### src/source/fxp_pkg.sv
/*
 * Fixed-point format for the vertex transform unit
 * Word width defaults and the accumulator rescale rule
 */

package fxp_pkg;

    // Q10.8 by default
    localparam int FXP_DATAWIDTH = 18;
    localparam int FXP_FRACBITS  = 8;

    // Widest word the rescale helper can return
    localparam int FXP_MAX_WIDTH = 32;

    // Keeps the accumulator sign and the DATAWIDTH-1 bits from FRACBITS up.
    // Plain truncation toward minus infinity, no rounding and no saturation.
    // Bits above the word are sign filled so callers may slice or cast down.
    function automatic logic signed [FXP_MAX_WIDTH-1:0] fxp_rescale(
        input logic signed [63:0] acc,
        input int                 datawidth,
        input int                 fracbits
    );
        logic signed [FXP_MAX_WIDTH-1:0] res;

        res = '0;
        for (int k = 0; k < FXP_MAX_WIDTH; k++) begin
            if (k < datawidth - 1) begin
                res[k] = acc[fracbits + k];
            end else begin
                res[k] = acc[63];
            end
        end
        return res;
    endfunction

endpackage

### src/source/xform_pkg.sv
/*
 * Transform unit dimensions and state encodings
 */

package xform_pkg;

    // Homogeneous coordinates
    localparam int DIM = 4;

    typedef logic [1:0] idx_t;

    // Multiplier FSM, shared by the matrix and vector multipliers
    typedef enum logic [1:0] {
        MM_IDLE = 2'b00,
        MM_PROC = 2'b01,
        MM_DONE = 2'b10
    } mm_state_t;

    // Sequencer FSM
    typedef enum logic [1:0] {
        SEQ_EMPTY   = 2'b00,
        SEQ_COMPOSE = 2'b01,
        SEQ_READY   = 2'b10
    } seq_state_t;

endpackage

### src/source/xform_seq.sv
/*
 * Transform sequencer
 * Starts matrix composition, stores the product and admits vertices
 */

`timescale 1ns/1ps

module xform_seq
    import fxp_pkg::*, xform_pkg::*;
#(
    parameter int DATAWIDTH = FXP_DATAWIDTH
) (
    input  logic                        clk,
    input  logic                        rstn,

    // Host strobes
    input  logic                        i_mat_dv,
    input  logic                        i_vtx_dv,

    // Matrix multiplier side
    input  logic signed [DATAWIDTH-1:0] i_mm_c [DIM][DIM],
    input  logic                        i_mm_dv,
    input  logic                        i_mm_ready,
    output logic                        o_mm_dv,

    // Vector multiplier side
    input  logic                        i_mv_ready,
    output logic                        o_mv_dv,
    output logic signed [DATAWIDTH-1:0] o_mat [DIM][DIM],

    // Host status
    output logic                        o_mat_ready,
    output logic                        o_vtx_ready,
    output logic                        o_mat_done
);

    seq_state_t state;
    logic       mm_capture;

    // A new load may replace a finished transform but never interrupt a composition
    assign o_mat_ready = i_mm_ready && (state != SEQ_COMPOSE);
    assign o_mm_dv     = i_mat_dv && o_mat_ready;

    // Vertices only against a complete transform
    assign o_vtx_ready = i_mv_ready && (state == SEQ_READY);
    assign o_mv_dv     = i_vtx_dv && o_vtx_ready;

    assign mm_capture  = (state == SEQ_COMPOSE) && i_mm_dv;

    always_ff @(posedge clk) begin
        if (!rstn) begin
            state      <= SEQ_EMPTY;
            o_mat_done <= 1'b0;
        end else begin
            o_mat_done <= mm_capture;
            case (state)
                SEQ_EMPTY, SEQ_READY: begin
                    if (o_mm_dv) begin
                        state <= SEQ_COMPOSE;
                    end
                end
                SEQ_COMPOSE: begin
                    if (i_mm_dv) begin
                        state <= SEQ_READY;
                    end
                end
                default: begin
                    state <= SEQ_EMPTY;
                end
            endcase
        end
    end

    // Current transform
    always_ff @(posedge clk) begin
        if (mm_capture) begin
            o_mat <= i_mm_c;
        end
    end

    // Products only arrive while a composition is pending
    a_mm_dv_in_compose : assert property (
        @(posedge clk) disable iff (!rstn)
        i_mm_dv |-> (state == SEQ_COMPOSE)
    ) else $error("matrix product arrived with no composition pending");

endmodule

### config.mk
export PLATFORM = sky130hd
export DESIGN_NAME = xform_seq
export DESIGN_NICKNAME = d
export VERILOG_FILES = /design/src/source/fxp_pkg.sv /design/src/source/xform_pkg.sv /design/src/source/xform_seq.sv
export SDC_FILE = /design/constraint.sdc
export NUM_CORES = 1
export LEC_CHECK = 0
export ABC_AREA = 1
export BUFFER_PORTS_ARGS = -buffer_cell sky130_fd_sc_hd__buf_2
export CAP_MARGIN = 25
export CORE_AREA = 4 4 224 226
export DETAILED_ROUTE_END_ITERATION = 16
export DIE_AREA = 0 0 228 230
export PLACE_DENSITY = 0.52
export SKIP_CTS_REPAIR_TIMING = 1
export SLEW_MARGIN = 10
export SYNTH_ARGS = -nofsm -noshare
export SYNTH_HDL_FRONTEND = slang
export SYNTH_SLANG_ARGS = --single-unit
### constraint.sdc
create_clock -name clk -period 10.5 [get_ports clk]
set_input_delay 0.525 -clock clk [delete_from_list [all_inputs] [get_ports clk]]
set_output_delay 0.525 -clock clk [all_outputs]
set_load 0.02 [all_outputs]
# Yosys cells after proc, flatten, opt, wreduce, memory -nomap -nowiden
# Index checks and enable logic that the tools add are counted.
dict set report op_classes {
  eq_ne 5
  muxes 3
  n_reduce_logical 8
}
# cell count
set ops {}
lappend ops {{1-bit logical AND} 5}
lappend ops {{2-bit 2-to-1 mux} 2}
lappend ops {{2-bit != test, second input constant} 2}
lappend ops {{2-bit case mux with 2 select lines} 1}
lappend ops {{2-bit by 1-bit equality test with 1-bit output, second input constant} 1}
lappend ops {{2-bit equality test, second input constant} 1}
lappend ops {{2-bit zero test} 1}
lappend ops {{2-bit by 1-bit != test with 1-bit output, second input constant} 1}
lappend ops {{2-bit AND reduction} 1}
lappend ops {{2-bit OR reduction} 1}
dict set report word_totals {
  ff_bits 291
  inputBits 295
  output_inout_bits 293
  word_cells 34
}

# Longest topological paths before layout
# Gate-level depths: netlist of run 1.
dict set report depth {
  depth_word 5
  ltp_mapped 5
  mapped_depth_nobuf 5
}

# Least setup slack after synthesis of run 1
# OpenSTA, ideal clock, no wires.
dict set report synth_timing {
  path_kind {input -> register}
  start {input port i_mm_dv}
  end {register state[1]}
  setup_time_ns 0.087
  arrival_ns 5.250
  t_required_ns 10.413
  slack_ns 5.162
  stages 4
  n_path_buf 0
  path_cell_list {inv_1 -> nor2_4 -> nand2_1 -> o21ai_2}
}
dict set report synth_between {
  elab_chain_len 2
}
# item line
set synth_lines {}
lappend synth_lines {{from (decl)} xform_seq.sv:22} ;# input logic i_mm_dv,
lappend synth_lines {{2-bit != test (no source line)} --}
lappend synth_lines {{2-bit AND reduction (no source line)} --}
lappend synth_lines {{to (signal assigned)} xform_seq.sv:52} ;# state <= SEQ_EMPTY;
lappend synth_lines {{to (signal assigned)} xform_seq.sv:59} ;# state <= SEQ_COMPOSE;
lappend synth_lines {{to (signal assigned)} xform_seq.sv:64} ;# state <= SEQ_READY;
lappend synth_lines {{to (decl)} xform_seq.sv:37} ;# seq_state_t state;
# No other way between the ends.
# A chain may end at the register's enable or synchronous reset.

# Worst setup path in the final report of run 1
dict set report layout_timing {
  start {register state[0]}
  end {register o_mat[193] (netlist bit), enable pin}
}
dict set report layout_between {
  elab_chain_len 2
}
# item line
set layout_lines {}
lappend layout_lines {{2-bit by 1-bit equality test with 1-bit output} xform_seq.sv:48} ;# assign mm_capture = (state == SEQ_COMPOSE) && i_mm_dv;
lappend layout_lines {{1-bit logical AND} xform_seq.sv:48}
lappend layout_lines {{named net mm_capture} xform_seq.sv:38} ;# logic mm_capture;
lappend layout_lines {{to (signal assigned)} xform_seq.sv:77} ;# o_mat <= i_mm_c;
lappend layout_lines {{to (decl)} xform_seq.sv:29} ;# output logic signed [DATAWIDTH-1:0] o_mat [DIM][DIM],
# The timed path passes the listed nets, and every way through them passes these cells.

==> results.txt, run 1 <==
----------------------------------------------------
[Detailed routing]
  Initial drt markers ... 193
  Via count ... between 5k and 6k
  Vias per cell ... 3.54
  Post-route DRC violation count ... 0
  Count of TritonRoute iterations in the first routing pass ... 4
  Routed WL per cell ... between 15 and 20 microns
  Wirelength, routed ... between 20000 and 30000 microns
  Detail Route Antenna Nets ... 0

[Power]
  Worst IR drop on VDD ... 0.130 mV
  P per Cell Area ... ~180 mW/mm^2
  Leakage component of the power ... between 5 and 6 nW

[Critical path]
  Category of the worst setup path launch point ... register
  Crit. End Element ... register
  Endpoint required time on the critical path ... ~11 ns
  Length in cells of the worst reg-to-reg path ... 4
  Type of the worst setup path ... reg2reg
  Arrival time at the worst endpoint ... around 2.6 ns
  Capturing point of the worst reg2reg path ... o_mat[193]
  Flop2flop setup slack ... approximately 8.1 ns
  Critical path startpoint ... state[0]
  Top fanout value on the critical path ... 151
  Worst reg2reg startpoint ... state[0]

[Layout]
  Number of nets in the layout ... 1231
  Signed area change from the synthesized netlist to the final layout ... 53.7%
  Antenna cell count ... 0
  Number of fill cells in the layout ... roughly 4.9k
  Fraction of final layout cells sized beyond drive strength 1 ... 0.668

[Clock tree]
  Clock transition at the registers of the reported paths ... approximately 0.060 ns
  Number of clock sinks seen by CTS ... approximately 290
  Clock tree from TritonCTS ... built
  Bufs on Longest Clock Path ... 3
  Worst-skew pair later-pin latency ... between 0.5 and 0.6 ns
  Clock root buffer ... sky130_fd_sc_hd__clkbuf_16
  Clock buffer count from CTS ... 31
  CTS H-tree lvls ... 1

[Placement]
  Final Wtd Congestion ... 0.807
  Half-perimeter wire length of the detailed placement result ... around 22000 microns
  Count of buffers from port buffering ... ~590

[Yosys]
  Nets in the synthesized netlist ... just over 600
  Proportion of synthesized area in mux cells ... 0
  Synth Cell Area ... about 0.009 sq mm
  Mean cell area of the mapped netlist ... roughly 28 sq um
  Cell count after synthesis ... around 310
  Post-synth cell types ... 13
  Synth warnings ... 0
  Dominant combinational cell family by area after synthesis ... simple AND/OR/NAND/NOR gates
  Area fraction in and, or, nand and nor cells after synthesis ... 0.00709
  Share of synthesized area occupied by flip-flops and latches ... 0.988
  Synth Register Bits ... about 290
  Synthesized-area fraction occupied by xor and xnor cells ... 0
  Post-synthesis adder-cell area fraction ... 0
  Complex-gate fraction of the synthesized area ... 0.00199

[STA]
  Worst Tran Pin Value ... 0.974 ns
  Final worst-path cycle share ... 0.232
  Setup repair after global routing missed its margin ... false
  Fin. Hold Viols ... 0
  Max Clock Skew ... approximately 0.007 ns
  Final hold slack ... approximately 0.14 ns
  Max Slew Vio Count ... 0
  Headroom to the max-slew limit ... 0.351
  Peak clock frequency supported by timing ... about 400 MHz
  Total negative setup slack ... 0 ns
  Count of endpoints failing setup in the final report ... 0
  Minimum clock period after layout ... 2.43 ns

[GRT]
  Global-route wire length before repair ... 38200 microns
  Grt total ovfl ... 0
  GRT Resource Usage Total ... 0.0957
  Maximum number of pins on one net before global-route repair ... approximately 150
  Via count of the first global-routing pass ... approximately 6k
  Antenna violations before repair ... 8

[Floorplan]
  Initial Utilization ... 0.182
  DIE WIDTH ... approximately 230 microns
  Core box area ... about 0.048 sq mm
  Number of top-level pins ... between 500 and 600
  Die ar. ... roughly 0.052 sq mm
  Row count ... 81
  Die H ... ~230 microns

[Run status]
  Result of the run ... completed

[Flow run]
  Max-capacitance violation count ... 0

[Worst hold path]
  Terminating pin of the worst hold path ... o_mat[77]
  Hold wc startpoint ... i_mm_c[77]
  Class of the worst hold path ... in2reg
  Number of cells on the worst hold path ... 1

----------------------------------------------------
-- state kept, by name (all words and copies together), names as in the netlist --
name / cells
o_mat: 288
o_mat_done: 1
state: 2
-- cell usage in the layout (no fill, tap or decap) --
cell,n
sky130_fd_sc_hd__inv_1,6
sky130_fd_sc_hd__clkinvlp_4,1
sky130_fd_sc_hd__dfxtp_1,3
sky130_fd_sc_hd__nor3b_1,1
sky130_fd_sc_hd__buf_4,2
sky130_fd_sc_hd__buf_2,587
sky130_fd_sc_hd__buf_12,1
sky130_fd_sc_hd__nand3_1,2
sky130_fd_sc_hd__buf_16,1
sky130_fd_sc_hd__nor2_4,1
sky130_fd_sc_hd__inv_2,2
sky130_fd_sc_hd__o21ai_2,1
sky130_fd_sc_hd__clkbuf_16,31
sky130_fd_sc_hd__nand2_1,2
sky130_fd_sc_hd__nand2_2,2
sky130_fd_sc_hd__nor2_1,2
sky130_fd_sc_hd__clkinv_1,8
sky130_fd_sc_hd__clkbuf_1,5
sky130_fd_sc_hd__clkinv_2,7
sky130_fd_sc_hd__edfxtp_1,288
sky130_fd_sc_hd__nand4_1,1
sky130_fd_sc_hd__a21oi_2,1
sky130_fd_sc_hd__bufinv_16,3
-- power by group --
part / internal [W] / switching (W)
Clock: 0.000608 / 0.000420
Combinational: 0.0000561 / 0.0000771
Sequential: 0.00131 / 0.00000700
-- metrics by stage --
stage	cells	worst slack (ns)	util	cell area [sq um]	power [W]
floorplan	312	5.16	-	8820	0.00139
global placement	1524	7.79	0.260	12600	0.00147
detailed placement	1524	7.72	0.260	12600	0.00148
CTS	1579	7.91	0.280	13500	0.00252
global route	1580	7.94	0.280	13600	0.00258
finish	1580	8.07	0.280	13600	0.00248
-- worst max-delay path by stage --
stage                            end  slack, ns  cells after the start
final                     o_mat[193]       8.07                      4
after global routing      o_mat[284]       7.94                      4
after CTS                 o_mat[100]       7.91                      4
after detailed placement  o_mat[125]       7.72                      5
after global placement    o_mat[125]       7.79                      5
after floorplan             state[1]       5.16                      4
-- cells by family after synthesis --
kind of cell / count (synthesis)
buffers and inverters: 8
AOI/OAI and AO/OA: 2
and+or+nand+nor: 11
DFF: 291
-- critical path: stages, from the launching register on --
cell and delay [ns]:
sky130_fd_sc_hd__dfxtp_1 0.38, sky130_fd_sc_hd__nand2_2 0.12, sky130_fd_sc_hd__nor2_4 0.09, sky130_fd_sc_hd__buf_4 0.59
sky130_fd_sc_hd__buf_12 0.53
-- cell usage after synthesis, drive strengths merged --
master	number	area share
inv	8	0.0034
edfxtp	288	0.98
nand2	4	0.0023
nand3	2	0.0011
nand4	1	0.00071
nor2	3	0.0021
dfxtp	3	0.0068
nor3b	1	0.00085
o21ai	1	0.00099
a21oi	1	0.00099
-- cell type report --
type / instances / area, sq um / area share
multi-input combinational: 13 / 80.1 / 0.00591
sequential: 291 / 8710 / 0.642
clock buffer: 36 / 795 / 0.0586
clock inverter: 19 / 163 / 0.0120
timing repair buffer: 591 / 3000 / 0.221
tap: 622 / 778 / 0.0574
inverter: 8 / 30.0 / 0.00222
-- layer usage --
metal / vias up / track usage / routed length (microns)
met5: - / 0 / 52
met4: 8 / 0.0304 / 615
met3: 43 / 0.0417 / 3100
met2: 378 / 0.165 / 13400
met1: 2665 / 0.107 / 9940
li1: 2507 / - / -
No activity file was read; power rests on OpenSTA's default activity.
==> run 2: changes to the inputs <==
Settings changed: CORE_AREA 4 4 224 226 to 4 4 226 228, DIE_AREA 0 0 228 230 to 0 0 230 232.
Clock period 10.5 ns to 2.2 ns, I/O delays scaled along.
==> run 2 against run 1 <==
Non-clock buffer count up 301. Hold slack improved by 0.058 ns. Power grew to 5.2 times the previous value. Die area increased by 1.8%. Sequential share of layout area is 12 points lower. Clock power grew to 5.3 times the previous value. Clock-buffer cell count grew 8. Highest routed layer unchanged.
==> results.txt, run 2 (synthesized netlist as in run 1, its figures left out) <==
----------------------------------------------------
[STA]
  Max Clock Skew ... 0.0232 ns (+0.0161 ns)
  Worst Tran Pin Value ... 0.361 ns (-0.612 ns)
  Final hold slack ... 0.198 ns (+0.0576 ns)
  Count of endpoints failing setup in the final report ... 0 (unchanged)
  Worst-case setup margin in the final layout ... 0.216 ns (-7.85 ns)
  Minimum clock period after layout ... about 2 ns
  Setup repair after global routing missed its margin ... false
  Max Slew Vio Count ... 0 (unchanged)
  Final worst-path cycle share ... 0.902
  Peak clock frequency supported by timing ... a little over 500 MHz
  Headroom to the max-slew limit ... 0.759 (+0.408)
  Fin. Hold Viols ... 0 (unchanged)

[Floorplan]
  Row count ... 81 (unchanged)
  Core box area ... 0.0488 sq mm (+1.0%)
  Number of top-level pins ... 588 (unchanged)
  Initial Utilization ... 0.181 (-0.00189)
  DIE WIDTH ... 230 microns (+0.88%)
  Die H ... 232 microns (+0.87%)
  Die ar. ... 0.0534 sq mm (+1.8%)

[Power]
  Sum of internal, switching and leakage power ... 0.0128 W (+420%)
  P per Cell Area ... 764 mW/mm^2 (+320%)
  Worst IR drop on VDD ... 0.735 mV (+470%)
  Leakage component of the power ... 6.83 nW (+24%)

[Critical path]
  Flop2flop setup slack ... 0.59 ns (-7.48 ns)
  Library cell appearing most often on the critical path ... sky130_fd_sc_hd__inv_2
  Worst reg2reg startpoint ... state[1]
  Cells traversed along the worst timing path ... inv_2 -> nand2_4 -> nand3_1 -> dlygate4sd3_1 -> inv_2 -> buf_2
  Crit. End Element ... output port
  Highest cell delay on the worst timing path ... 0.57 ns (-0.02 ns)
  Endpoint required time on the critical path ... 2.09 ns (-8.58 ns)
  Type of the worst setup path ... reg2out
  Arrival time at the worst endpoint ... 1.87 ns (-0.73 ns)
  Worst setup path end ... o_mm_dv
  Capturing point of the worst reg2reg path ... o_mat[142]
  Category of the worst setup path launch point ... register
  Top fanout value on the critical path ... 4 (-97%)
  Length in cells of the worst reg-to-reg path ... 5 (+1)
  Critical Path Slowest Stage Cell ... sky130_fd_sc_hd__dlygate4sd3_1
  Critical path startpoint ... state[1]

[GRT]
  GR peak layer ... met2
  Met1 usage ... 0.101 (-0.00643)
  GRT Resource Usage Total ... 0.111 (+0.0158)
  Global routing met3 resource utilization ... 0.0743 (+0.0326)
  Global-route wire length before repair ... 42900 microns (+12%)
  Antenna violations before repair ... 12 (+4)
  Grt total ovfl ... 0 (unchanged)
  GR Util met2 ... 0.200 (+0.0352)
  Via count of the first global-routing pass ... 6295 (+4.7%)
  Maximum number of pins on one net before global-route repair ... 65 (-57%)

[Clock tree]
  Clock buffer count from CTS ... 35 (+13%)
  Clock tree from TritonCTS ... built
  Clock transition at the registers of the reported paths ... 0.06 ns (about the same)
  CTS H-tree lvls ... 2 (+1)
  Bufs on Longest Clock Path ... 3 (unchanged)
  Worst-skew pair later-pin latency ... 0.53 ns (-0.03 ns)
  Number of clock sinks seen by CTS ... 291 (unchanged)
  Clock root buffer ... sky130_fd_sc_hd__clkbuf_16

[Placement]
  Half-perimeter wire length of the detailed placement result ... 25900 microns (+20%)
  Count of buffers from port buffering ... 587 (unchanged)
  Final Wtd Congestion ... 0.805 (-0.21%)
  Post-placement setup slack ... 0.612 ns (-7.11 ns)
  Post-placement cell count ... 1576 (+3.4%)

[Layout]
  Register ranked first by flip-flop count ... o_mat
  Max reg flops ... 288 (unchanged)
  Fraction of final layout cells sized beyond drive strength 1 ... 0.521 (-0.147)
  Most frequent standard cell in the layout excluding fill and tap cells ... sky130_fd_sc_hd__buf_2
  Final core occ ... 0.343 (+0.0628)
  Commonest cells after routing, fill and taps aside ... 587 x sky130_fd_sc_hd__buf_2, 292 x sky130_fd_sc_hd__dlygate4sd3_1, 288 x sky130_fd_sc_hd__edfxtp_1, 36 x sky130_fd_sc_hd__clkbuf_16
  Largest registers ... o_mat x288, state x2, o_mat_done x1
  Number of nets in the layout ... 1536 (+25%)
  Final instance count without filler cells ... 1937 (+23%)
  Signed area change from the synthesized netlist to the final layout ... 90.1%

[Worst hold path]
  Class of the worst hold path ... in2reg
  Hold wc startpoint ... i_mm_dv

[Detailed routing]
  Detail Route Antenna Nets ... 0 (unchanged)
  Routed WL per cell ... 18.4 microns (+7.1%)
  Via count ... 6841 (+22%)
  Post-route DRC violation count ... 0 (unchanged)
  Count of TritonRoute iterations in the first routing pass ... 4 (unchanged)
  Wirelength, routed ... 35700 microns (+31%)
  Vias per cell ... 3.53 (-0.37%)
  Initial drt markers ... 261 (+35%)

[Flow run]
  Max-capacitance violation count ... 0 (unchanged)

[Run status]
  Result of the run ... completed

----------------------------------------------------
## run 2: area by class of cell
class,count,area (sq um)
Sequential cell,291,8710
Fill cell,4742,32100
Clock inverter,17,134
Antenna cell,8,20.0
Inverter,8,30.0
Clock buffer,44,931
Tap cell,664,831
Timing Repair Buffer,892,6020
Multi-Input combinational cell,13,85.1
## run 2: where the power goes
part | leakage [nW] | internal, W | total, W | switching (W)
Combinational | 3.68 | 0.000620 | 0.00111 | 0.000488
Clock | 0.510 | 0.00313 | 0.00541 | 0.00227
Sequential | 2.64 | 0.00625 | 0.00629 | 0.0000391
## run 2: layer usage
metal	vias up	share of wire	wire (microns)
li1	3139	-	-
met1	3222	0.36	12900
met2	421	0.51	18100
met3	53	0.10	3690
met4	6	0.026	933
met5	-	0.0011	41
## run 2: per-stage QoR
stage                     setup TNS [ns]  cell area (sq um)
after floorplan                  -846.33               8830
after global placement                 0              12800
after detailed placement               0              12800
after CTS                              0              13800
after global routing                   0              16800
final                                  0              16800
## run 2: worst min-delay path by stage
stage | end | slack, ns | cells past startpoint
3_5_place_dp | o_mat[260] | 0.29 | 1
2_1_floorplan | o_mat[0] | 0.21 | 0
6_report | o_mat[37] | 0.20 | 4
3_3_place_gp | o_mat[130] | 0.29 | 1
4_1_cts | o_mat[6] | -0.30 | 1
5_1_grt | o_mat[37] | 0.20 | 4
## run 2: critical path: cells and delay by family (launching register included)
family | cells | cell delay (ns)
buffers and inverters | 4 | 0.85
flip-flops | 1 | 0.35
AND/OR/NAND/NOR | 2 | 0.14
==> run 3: changes to the inputs <==
Clock period 2.2 ns to 1.6 ns, I/O delays scaled along.
==> run 3 against run 2 <==
Combinational power up 41%. Clock skew decreased by 0.0098 ns. Clock power increased by 45%. Largest power group unchanged. Highest routed layer unchanged.
==> results.txt, run 3 (synthesized netlist as in run 1, its figures left out) <==
----------------------------------------------------
[Layout]
  Final core occ ... 0.347 (+0.00420)
  Number of nets in the layout ... 1551 (+0.98%)
  Number of fill cells in the layout ... 4707 (-0.74%)
  Max reg flops ... 288 (unchanged)
  Register ranked first by flip-flop count ... o_mat
  Largest registers ... o_mat x288, state x2, o_mat_done x1
  Area used by multi-input combinational logic ... 85.1 sq um (unchanged)
  Fraction of final layout cells sized beyond drive strength 1 ... 0.527 (+0.00603)
  Most frequent standard cell in the layout excluding fill and tap cells ... sky130_fd_sc_hd__buf_2
  Commonest cells after routing, fill and taps aside ... 587 x sky130_fd_sc_hd__buf_2, 292 x sky130_fd_sc_hd__dlygate4sd3_1, 288 x sky130_fd_sc_hd__edfxtp_1, 37 x sky130_fd_sc_hd__clkbuf_16, 22 x sky130_fd_sc_hd__buf_4
  Sequential cell area in the final layout ... 0.00871 sq mm (unchanged)
  Signed area change from the synthesized netlist to the final layout ... 92.4%

[Power]
  P per Cell Area ... 1060 mW/mm^2 (+39%)
  Leakage component of the power ... 6.97 nW (+2.0%)
  Worst IR drop on VDD ... 0.897 mV (+22%)

[Detailed routing]
  Routed WL per cell ... 18.2 microns (-0.89%)
  Via count ... 6927 (+1.3%)
  Post-route DRC violation count ... 0 (unchanged)
  Vias per cell ... 3.56 (+0.74%)
  Initial drt markers ... 212 (-19%)
  Count of TritonRoute iterations in the first routing pass ... 4 (unchanged)
  Wirelength, routed ... 35500 microns (-0.38%)
  Detail Route Antenna Nets ... 0 (unchanged)

[STA]
  Final worst-path cycle share ... 0.900
  Count of endpoints failing setup in the final report ... 0 (unchanged)
  Peak clock frequency supported by timing ... a little under 700 MHz
  Fin. Hold Viols ... 0 (unchanged)
  Worst Tran Pin Value ... 0.223 ns (-0.138 ns)
  Setup repair after global routing missed its margin ... false
  Final hold slack ... 0.172 ns (-0.0258 ns)
  Minimum clock period after layout ... 1.44 ns
  Max Slew Vio Count ... 0 (unchanged)
  Max Clock Skew ... 0.0134 ns (-0.00980 ns)
  Headroom to the max-slew limit ... 0.851 (+0.0919)
  Worst-case setup margin in the final layout ... 0.160 ns (-0.0556 ns)

[Critical path]
  Highest cell delay on the worst timing path ... 0.33 ns (-0.24 ns)
  Category of the worst setup path launch point ... register
  Library cell appearing most often on the critical path ... sky130_fd_sc_hd__buf_12
  Cells traversed along the worst timing path ... inv_2 -> nand2_4 -> nor2_4 -> buf_12 -> buf_12
  Endpoint required time on the critical path ... 1.81 ns (-0.28 ns)
  Critical Path Slowest Stage Cell ... sky130_fd_sc_hd__dfxtp_2
  Type of the worst setup path ... reg2reg
  Top fanout value on the critical path ... 32 (+28)
  Crit. End Element ... register
  Arrival time at the worst endpoint ... 1.65 ns (-0.22 ns)

[Worst hold path]
  Class of the worst hold path ... in2reg

[Run status]
  Result of the run ... completed

[GRT]
  Via count of the first global-routing pass ... 6323 (+0.44%)
  Antenna violations before repair ... 9 (-3)
  Global-route wire length before repair ... 42600 microns (-0.64%)
  GRT Resource Usage Total ... 0.111 (-0.000496)
  Grt total ovfl ... 0 (unchanged)
  Maximum number of pins on one net before global-route repair ... 33 (-49%)

[Clock tree]
  Clock buffer count from CTS ... 34 (-2.9%)
  Clock root buffer ... sky130_fd_sc_hd__clkbuf_16
  Clock tree from TritonCTS ... built
  Clock transition at the registers of the reported paths ... 0.06 ns (about the same)
  CTS H-tree lvls ... 2 (unchanged)
  Bufs on Longest Clock Path ... 3 (unchanged)
  Worst-skew pair later-pin latency ... 0.52 ns (about the same)
  Number of clock sinks seen by CTS ... 291 (unchanged)

[Floorplan]
  Die H ... 232 microns (unchanged)
  Row count ... 81 (unchanged)
  Die ar. ... 0.0534 sq mm (unchanged)
  Number of top-level pins ... 588 (unchanged)
  DIE WIDTH ... 230 microns (unchanged)
  Core box area ... 0.0488 sq mm (unchanged)
  Initial Utilization ... 0.181 (unchanged)

[Placement]
  Post-placement setup slack ... 0.160 ns (-0.452 ns)
  Final Wtd Congestion ... 0.798 (-0.86%)
  Count of buffers from port buffering ... 587 (unchanged)
  Half-perimeter wire length of the detailed placement result ... 26300 microns (+1.6%)

[Flow run]
  Max-capacitance violation count ... 0 (unchanged)

----------------------------------------------------
[run 3: cell types whose count changed in the layout (fill, tap and decap cells not counted)]
cell                         previous run  this run
sky130_fd_sc_hd__buf_12                 5         7
sky130_fd_sc_hd__buf_4                  8        22
sky130_fd_sc_hd__bufinv_16              1         4
sky130_fd_sc_hd__clkbuf_1               8         7
sky130_fd_sc_hd__clkbuf_16             36        37
sky130_fd_sc_hd__clkinv_2               5         3
sky130_fd_sc_hd__clkinv_8               1         0
sky130_fd_sc_hd__clkinvlp_4             4         2
sky130_fd_sc_hd__diode_2                8         4
[run 3: final timing paths]
| path | startpoint | endpoint | slack [ns] | cells after the start |
|---|---|---|---|---|
| setup / recovery | state[1] | o_mat[198] | 0.16 | 5 |
| hold reg to reg | state[1] | state[1] | 0.51 | 2 |
| hold / removal | i_mm_dv | o_mat[12] | 0.17 | 4 |
| setup reg to reg | state[1] | o_mat[198] | 0.16 | 5 |
[run 3: power by group]
part	total, W	internal (W)	switching (W)	leakage, nW
combinational	0.00156	0.000874	0.000686	3.78
sequential	0.00865	0.00860	0.0000514	2.64
clock	0.00785	0.00485	0.00300	0.548
[run 3: through the flow]
step / TNS, ns / power [W] / cells / area [sq um]
finish: 0 / 0.0181 / 1947 / 17000
global route: 0 / 0.0188 / 1947 / 17000
floorplan: -1020.33 / 0.00914 / 312 / 8830
CTS: 0 / 0.0178 / 1651 / 14000
detailed placement: 0 / 0.00978 / 1592 / 12900
global placement: 0 / 0.00977 / 1592 / 12900
[run 3: layout make-up]
| cell class | count | share of cell area |
|---|---|---|
| timing repair buffer | 908 | 0.363 |
| sequential | 291 | 0.513 |
| multi-input combinational | 13 | 0.00501 |
| clock inverter | 15 | 0.0108 |
| inverter | 8 | 0.00177 |
| tap | 664 | 0.0490 |
| antenna | 4 | 0.000590 |
| clock buffer | 44 | 0.0561 |
[run 3: metal layers]
layer,wire (microns),part of all wire,track usage
met1,12700,0.36,0.106
met3,3750,0.11,0.0683
met4,941,0.026,0.0429
met2,18100,0.51,0.194
met5,34,0.00096,0
[run 3: critical path: cells and delay by family (launching register included)]
| kind | cells | cell delay (ns) |
|---|---|---|
| buffers and inverters | 3 | 0.50 |
| flip-flops | 1 | 0.33 |
| AND/OR/NAND/NOR | 2 | 0.24 |
